==> src/trs_params.svh <==
`ifndef TRS_PARAMS_SVH
`define TRS_PARAMS_SVH

// identity byte answered to get_cookie
`define COOKIE 8'haf

// version byte is {major, minor}
`define VERSION_MAJOR 3'd0
`define VERSION_MINOR 5'd3

`define NUM_BP 8      // breakpoint slots
`define RAM_AW 15     // 32 KiB debug memory
`define MAX_PARAMS 4  // parameter buffer depth

`endif
==> src/trs_pkg.sv <==
`include "trs_params.svh"

package trs_pkg;

  // opcodes as sent by the ESP
  typedef enum logic [7:0] {
    cmd_get_cookie          = 8'd0,
    cmd_bram_poke           = 8'd1,
    cmd_bram_peek           = 8'd2,
    cmd_set_breakpoint      = 8'd6,
    cmd_clear_breakpoint    = 8'd7,
    cmd_enable_breakpoints  = 8'd11,
    cmd_disable_breakpoints = 8'd12,
    cmd_xray_resume         = 8'd13,
    cmd_get_version         = 8'd15,
    cmd_abus_read           = 8'd18
  } cmd_op_e;

  typedef enum logic {
    parse_idle,
    parse_read_bytes
  } parse_state_e;

  typedef enum logic {
    xray_run,   // z80 free running
    xray_stop   // halted on a breakpoint
  } xray_state_e;

  // one finished command with a single-cycle valid strobe
  typedef struct packed {
    logic       valid;
    cmd_op_e    op;
    logic [7:0] p0;
    logic [7:0] p1;
    logic [7:0] p2;
  } cmd_t;

  // z80 bus as seen by the core with active low strobes
  typedef struct packed {
    logic [15:0] addr;
    logic        rd_n;
    logic        wr_n;
    logic [7:0]  data;
  } z80_bus_t;

  typedef logic [`NUM_BP-1:0] bp_match_t;  // one bit per slot

endpackage

==> src/bp_hit_encoder.sv <==
`timescale 1ns/1ps
`include "trs_params.svh"

module bp_hit_encoder (
  input  logic               clk,
  input  logic               rst_n,
  input  trs_pkg::cmd_t      cmd,
  input  trs_pkg::bp_match_t bp_match,
  input  logic               rd_edge,
  output logic               halt,
  output logic [2:0]         bp_idx
);

  import trs_pkg::*;

  xray_state_e state;
  logic        bp_en;    // global breakpoint enable
  logic [2:0]  hit_idx;
  logic        hit_any;

  // lowest slot wins
  always_comb begin
    hit_idx = '0;
    for (int i = `NUM_BP - 1; i >= 0; i--) begin
      if (bp_match[i])
        hit_idx = 3'(i);
    end
  end

  assign hit_any = |bp_match;

  always_ff @(posedge clk) begin
    if (!rst_n) begin
      state  <= xray_run;
      bp_en  <= 1'b0;
      bp_idx <= '0;
    end else begin
      if (cmd.valid) begin
        case (cmd.op)
          cmd_enable_breakpoints:  bp_en <= 1'b1;
          cmd_disable_breakpoints: bp_en <= 1'b0;
          cmd_xray_resume:         state <= xray_run;  // no stub, release at once
          default: ;
        endcase
      end
      // only a read cycle can trip, and only while running
      if (rd_edge && state == xray_run && bp_en && hit_any) begin
        state  <= xray_stop;
        bp_idx <= hit_idx;
      end
    end
  end

  assign halt = (state == xray_stop);

endmodule

==> config.mk <==
export PLATFORM = sky130hd
export DESIGN_NAME = bp_hit_encoder
export DESIGN_NICKNAME = d
export VERILOG_FILES = /design/src/trs_pkg.sv /design/src/bp_hit_encoder.sv
export VERILOG_INCLUDE_DIRS = /design/src
export SDC_FILE = /design/constraint.sdc
export NUM_CORES = 1
export LEC_CHECK = 0
export BUFFER_PORTS_ARGS = -buffer_cell sky130_fd_sc_hd__buf_2
export CORE_AREA = 2 2 39 41
export DETAILED_ROUTE_END_ITERATION = 10
export DIE_AREA = 0 0 41 43
export PLACE_DENSITY = 0.74
export SKIP_CTS_REPAIR_TIMING = 1
export SLEW_MARGIN = 20
export SYNTH_ARGS = -nofsm -noshare
export SYNTH_HDL_FRONTEND = slang
export SYNTH_SLANG_ARGS = --single-unit
==> constraint.sdc <==
create_clock -name clk -period 1.5 [get_ports clk]
set_clock_uncertainty 0.1 [all_clocks]
set_input_delay 0.3 -clock clk [delete_from_list [all_inputs] [get_ports clk]]
set_output_delay 0.3 -clock clk [all_outputs]
set_load 0.005 [all_outputs]
-- Word-level counts from Yosys, hierarchy flattened
Cells that the tools add are included.
- input port bits: 44
- output and inout bits: 4
- logic and storage cells: 28
- flip-flop bits (word level): 5
- reductions and logical operators: 9
- muxes and demuxes: 12
- bitwise operators: 1
- equal/unequal tests: 3
- operator list (kind ; number):
    $eq 8x4->1 const B ; 3
    $mux 3 ; 8
    $reduce_or 8->1 ; 1
    $reduce_bool 2->1 ; 3
    $reduce_and 2->1 ; 2
    $logic_and 1x1->1 ; 3
    $mux 1 ; 3
    $pmux 1 s2 ; 1
    $not 1->1 ; 1

-- Logic depth before layout (Yosys ltp)
Gate-level depths: netlist of run 1.
- depth after elaboration: 8
- depth in mapped cells: 4
- gate-level depth less buffers: 4

-- Least setup slack after synthesis of run 1
No wires, ideal clock.
- kind: input-to-reg
- from: in cmd[29] (netlist bit)
- to: reg state, in the netlist halt
- setup time: 0.115 ns
- stages on the path: 4
- path buffers: 0
- arrival time: 1.374 ns
- slack: -0.089 ns
- cell sequence: or4b_4 nor4b_2 a31oi_1 o21a_1
- word-level cells in the longest chain between the ends: 3
- ends and longest elaborated chain (item ; RTL line ; RTL):
    from (decl) ; bp_hit_encoder.sv:7 ; input trs_pkg::cmd_t cmd,
    $eq 8x4->1 ; bp_hit_encoder.sv:39 ; case (cmd.op)
    $reduce_bool 2->1 (no line) ; -- ;
    $reduce_and 2->1 (no line) ; -- ;
    to (signal assigned) ; bp_hit_encoder.sv:34 ; state <= xray_run;
    to (signal assigned) ; bp_hit_encoder.sv:42 ; cmd_xray_resume: state <= xray_run;
    to (signal assigned) ; bp_hit_encoder.sv:48 ; state <= xray_stop;
    to (decl) ; bp_hit_encoder.sv:16 ; xray_state_e state;
No other way between the ends.
A chain may end at the register's enable or synchronous reset.

-- Worst setup path in the final report of run 1
Same ends and word-level chain as after synthesis.

==> summary.md, run 1 <==
| Metric | Value |
|---|---|
| Fin cells | `83` |
| Leak | `0.000237 µW` |
| Status | `finished clean` |
| Area of the core | `approximately 0.0014 mm²` |
| Die area | `0.00176 mm²` |
| Hold Crit Class | `primary input to flop` |
| Clock Tree Root | `clkbuf_4` |
| DIE WIDTH | `between 40 and 50 µm` |
| Synthesis-stage register bit count | `5` |
| Avg Vias per Cell | `4.64` |
| Worst EP required | `1.54 ns` |
| Chip Height | `43 µm` |
| Via count | `385` |
| Area Overhead vs Synth | `61.8%` |
| Layout cell share with drive strength beyond 1 | `roughly 48%` |
| Ports | `48` |
| Storage element area | `100 µm²` |
| Initial antenna violation count | `0` |
| Pre-Repair DR Iteration Count | `3` |
| Multi-input logic area | `206 µm²` |
| Min Tclk post-route | `approximately 1.5 ns` |
| Rows | `14` |
| Synth top area share | `32.5%` |
| CTS tree | `built` |
| Setup CP Type | `primary input to flop` |
| Sequential-to-total area share from yosys stat | `32.5%` |
| Netlist Area Pre-Place | `308 µm²` |
| Crit. End Element | `flop` |
| CTS sink count | `5` |
| Met2 Track Usage GR | `15.0%` |
| Cells after Synth | `38` |
| Max-slew headroom | `a little over four fifths` |
| Fin util | `approximately 36%` |
| Initial DRC Count | `4` |
| Ranking of synthesized cells by area | `dfxtp_1 (33%), nor2_1 (6.1%), o21ai_0 (4.9%)` |
| DRC | `0` |
| Num CTS Buffers | `3` |
| GRT Max-Usage Layer | `met2` |
| CP arrival | `1.50 ns` |
| Mean Syn Cell Area | `8.10 µm²` |
| GR Util met1 | `approximately 13%` |
| Nets | `~110` |
| Post-DP HPWL | `roughly 680 µm` |
| Final ANT Viol Nets | `0` |
| Final Wtd Congestion | `around 0.66` |
| CP Launch Type | `primary input` |
| Diodes inserted | `0` |
| Max Freq | `0.685 GHz` |
| Clk buf depth | `2` |
| Total track usage | `about a tenth` |
| Global route total overflow | `0` |
| Htree depth | `1` |
| First-pass GRT wire length | `1260 µm` |
| MaxCap Viol Count | `0` |
| Syn. warnings | `0` |
| Reg clk slew, reported paths | `~0.04 ns` |
| Filler Cell Count | `152` |
| Endpoints failing setup | `0` |
| Power Density | `between 600 and 700 mW/mm²` |
| Peak VDD IR | `0.000404 V` |
| R2r setup slk | `0.28 ns` |
| Vias in the first global route | `339` |
| Final Hold Violating Endpoints | `0` |
| Slew @ Worst Pin | `0.237 ns` |
| Worst skew pair latency | `0.24 ns` |
| Average wire per standard cell | `just under 10 µm` |
| Largest net degree at the start of global routing | `7` |
| Worst-path maximum fanout | `2` |
| Final WL | `810 µm` |
| Hold Worst Slack | `between 0.15 and 0.2 ns` |
| Max-slew violation count | `0` |
| Period utilisation layout | `~100%` |
| Number of port buffers | `23` |
| Initial core utilization | `~22%` |
| Routing usage on met3 | `3.14%` |
| Distinct cells, synth | `21` |
| Post-synth top area cell | `dfxtp_1` |
| Placed cells | `79` |
| RSZ-0062 raised after global routing | `no` |
| Syn_nets | `82` |
==> metal layers <==
| layer | vias to the layer above | wire [µm] | part of all wire [%] |
|---|---|---|---|
| met5 | - | 0 | 0 |
| met4 | 0 | 14 | 1.7 |
| met3 | 2 | 83 | 10 |
| met2 | 20 | 382 | 47 |
| met1 | 160 | 329 | 41 |
| li1 | 203 | - | - |
==> stage by stage <==
stage               power (µW)  TNS [ns]  setup slack, ns  cell area (µm²)
CTS                        346         0           0.0192              493
global route               359         0          0.00854              498
detailed placement         188    -0.448           -0.237              467
finish                     343         0           0.0408              498
floorplan                  150    -0.112          -0.0817              317
global placement           187    -0.381           -0.214              467
==> registers in the layout (all words and copies together), names as in the netlist <==
name / cells
halt: 1
bp_en: 1
bp_idx: 3
==> final cells by class <==
class | instances | area share (%)
well taps | 16 | 4.02
multi-input cells | 29 | 41.5
inverters | 4 | 3.02
repair buffers | 25 | 26.1
clock buffers | 4 | 5.28
flip-flops and latches | 5 | 20.1
==> Yosys cell counts <==
master	count
a21oi_1	2
inv_1	4
a21o_1	1
nor3b_1	1
or4b_4	1
a31oi_1	2
nand2_1	1
nor2b_1	1
o21a_1	2
o31ai_1	1
and2_1	1
nand4_1	1
nand3b_1	1
nor2_1	5
a211oi_1	1
o221a_2	1
nor4b_2	1
nor4_1	2
o21ai_0	3
a311oi_1	1
dfxtp_1	5
==> worst max-delay path, cell delays in order <==
cell	delay (ns)
buf_2	0.10
or4b_4	0.56
nor4b_4	0.25
a31oi_1	0.12
o21a_1	0.17
==> cell families (layout without fill, tap and decap cells) <==
logic type / Yosys count / count (layout) / synth area share [%]
buffers and inverters: 4 / 33 / 4.88
AND/OR/NAND/NOR: 15 / 15 / 31.7
flip-flops: 5 / 5 / 32.5
AO/OA/AOI/OAI: 14 / 14 / 30.9
==> worst paths after layout <==
kind	cells past startpoint	start	to
worst max-delay path	5	cmd[29]	halt$_SDFFE_PN0P_
worst min-delay path	2	cmd[26]	bp_en$_SDFFE_PN0P_
worst max register to register	4	halt$_SDFFE_PN0P_	bp_idx[0]$_SDFFE_PN0P_
worst min register to register	2	bp_idx[1]$_SDFFE_PN0P_	bp_idx[1]$_SDFFE_PN0P_
==> power breakdown <==
group          internal [µW]  switching [µW]  leakage [µW]  total, µW
logic                   28.0            24.8      0.000182       52.8
registers                134          0.0603     0.0000403        134
clock network            101            56.4     0.0000150        157
total                    262            81.2      0.000237        343
==> cells in the final DEF (no fill, tap or decap) <==
master / count
o221a_2: 1
buf_4: 2
nor2b_1: 1
nand3b_1: 1
o31ai_1: 1
a211oi_1: 1
nand4_1: 1
o21a_1: 2
and2_1: 1
nand2_1: 1
or4b_4: 1
nor2_1: 5
dfxtp_1: 5
o21ai_0: 3
buf_2: 23
a21oi_1: 2
nor3b_2: 1
a21o_1: 1
clkbuf_1: 1
nor4b_4: 1
clkbuf_4: 3
nor4_1: 2
a31oi_1: 2
a311oi_1: 1
inv_1: 4
Note: power is estimated with default switching activity, not from simulation.
==> run 2, diff against run 1 <==
- SETUP_SLACK_MARGIN: default -> 0.4
==> run 2 against run 1 <==
Compared with the run above: worst setup slack worse by 0.0091 ns; clock power hardly changed; sequential power hardly changed; largest power group unchanged.
==> summary.md, run 2 (synthesis results as in run 1) <==
| Metric | Value |
|---|---|
| Final ANT Viol Nets | `0 (unchanged)` |
| Nets | `111 (-0.89%)` |
| Final Hold Violating Endpoints | `0 (unchanged)` |
| Vias in the first global route | `390 (+15%)` |
| Crit. End Element | `flop` |
| Hold Crit Class | `primary input to flop` |
| First-pass GRT wire length | `1400 µm (+12%)` |
| Area of the core | `0.00138 mm² (unchanged)` |
| MaxCap Viol Count | `0 (unchanged)` |
| Combinational fraction of design power | `17.4% (+2.0 points)` |
| Crit path max-delay family | `simple AND/OR/NAND/NOR gates` |
| Hold Worst Slack | `0.200 ns (+0.0229 ns)` |
| Initial core utilization | `22.2% (unchanged)` |
| Leak | `0.000239 µW (+0.66%)` |
| Number of flip-flops in the largest register | `3 (unchanged)` |
| Avg Vias per Cell | `4.89 (+5.4%)` |
| Via count | `401 (+4.2%)` |
| Layout cell share with drive strength beyond 1 | `54.5% (+6.8 points)` |
| Fin Setup TNS | `0 ns (unchanged)` |
| Num CTS Buffers | `3 (unchanged)` |
| Die area | `0.00176 mm² (unchanged)` |
| Setup CP Type | `primary input to flop` |
| Endpoints failing setup | `0 (unchanged)` |
| Most frequent cells in the layout | `buf_2 (22), nor2_1 (5), inv_1 (4)` |
| Initial antenna violation count | `0 (unchanged)` |
| Max-slew headroom | `82.4% (-1.7 points)` |
| Worst skew pair latency | `0.25 ns (about the same)` |
| NetSw | `90.7 µW (+12%)` |
| Average wire per standard cell | `11.1 µm (+14%)` |
| R2r setup slk | `0.26 ns (-0.02 ns)` |
| Switching Fraction | `25.5% (+1.9 points)` |
| Area Overhead vs Synth | `73.6%` |
| Initial DRC Count | `4 (unchanged)` |
| Max-slew violation count | `0 (unchanged)` |
| DIE WIDTH | `41 µm (unchanged)` |
| Rows | `14 (unchanged)` |
| Reg clk slew, reported paths | `0.04 ns (about the same)` |
| Clock network fraction of total power | `45.0% (-0.7 points)` |
| Internal Dissipation | `264 µW (+0.86%)` |
| CP arrival | `1.51 ns (about the same)` |
| Max Freq | `0.681 GHz (-0.62%)` |
| Critical path buffers and inverters | `1 (unchanged)` |
| Clock Tree Root | `clkbuf_4` |
| Post-DP HPWL | `747 µm (+11%)` |
| Ports | `48 (unchanged)` |
| DRC | `0 (unchanged)` |
| RSZ-0062 raised after global routing | `yes` |
| Worst-path maximum fanout | `2 (unchanged)` |
| Final WL | `914 µm (+13%)` |
| Clk buf depth | `2 (unchanged)` |
| CTS sink count | `5 (unchanged)` |
| Commonest non-fill, non-tap cell in the layout | `buf_2` |
| CP peak stage delay | `0.55 ns (about the same)` |
| Pre-Repair DR Iteration Count | `4 (+1)` |
| Top reg by flops | `bp_idx` |
| Chip Height | `43 µm (unchanged)` |
| Peak VDD IR | `0.000297 V (-26%)` |
| Sequential share of power | `37.6% (-1.3 points)` |
| Worst EP required | `1.54 ns (about the same)` |
| CP max stage cell | `or4b_4` |
| CP Launch Type | `primary input` |
| Global route total overflow | `0 (unchanged)` |
| CTS tree | `built` |
| Power Density | `665 mW/mm² (-3.6%)` |
| Worst path cell trace | `buf_6 -> or4b_4 -> nor4b_4 -> a31oi_1 -> o21a_1` |
| Largest net degree at the start of global routing | `7 (unchanged)` |
| Number of port buffers | `23 (unchanged)` |
| Total track usage | `11.9% (+1.3 points)` |
| Status | `finished clean` |
| Diodes inserted | `0 (unchanged)` |
| Min Tclk post-route | `1.47 ns (+0.00910 ns)` |
| Final Wtd Congestion | `0.688 (+4.7%)` |
| Period utilisation layout | `97.9% (+0.61 points)` |
| Htree depth | `1 (unchanged)` |
| Slew @ Worst Pin | `0.262 ns (+0.0251 ns)` |
## run 2: path summary, 6_finish.rpt
| path | start | endpoint | cells past startpoint |
|---|---|---|---|
| worst min register to register | bp_idx[1]$_SDFFE_PN0P_ | bp_idx[1]$_SDFFE_PN0P_ | 2 |
| worst min-delay path | cmd[26] | bp_en$_SDFFE_PN0P_ | 2 |
| worst max-delay path | cmd[31] | halt$_SDFFE_PN0P_ | 5 |
| worst max register to register | halt$_SDFFE_PN0P_ | bp_idx[0]$_SDFFE_PN0P_ | 4 |
## run 2: area by class of cell
type,count,area [µm²]
clock buffer,4,26.3
fill,152,850
inverter,4,15.0
multi-input combinational,29,241
sequential,5,103
tap,16,20.0
timing repair buffer,24,129
## run 2: per-layer routing
layer  track usage (%)  up-vias  wire, µm
met2              20.3       22       503
met5                 0        -         0
met3              3.14        3        83
li1                  -      200         -
met1              11.3      176       306
met4              8.00        0        21
## run 2: power by group through the flow
stage               Combinational [µW]  Clock (µW)  Sequential [µW]
floorplan                         15.7           0              136
global placement                  56.9           0              136
detailed placement                58.4           0              136
CTS                               58.7         165              133
global route                      67.2         168              133
finish                            61.8         160              134
## run 2: per-stage QoR
step | cells | utilization (%) | setup slack, ns | instance area [µm²] | total power [µW]
finish | 82 | 38.6 | 0.0317 | 534 | 355
CTS | 81 | 36.7 | -0.0189 | 508 | 357
floorplan | 38 | - | -0.0817 | 347 | 152
global route | 82 | 38.6 | -0.0436 | 534 | 369
global placement | 77 | 34.8 | -0.223 | 482 | 193
detailed placement | 77 | 34.8 | -0.266 | 482 | 194
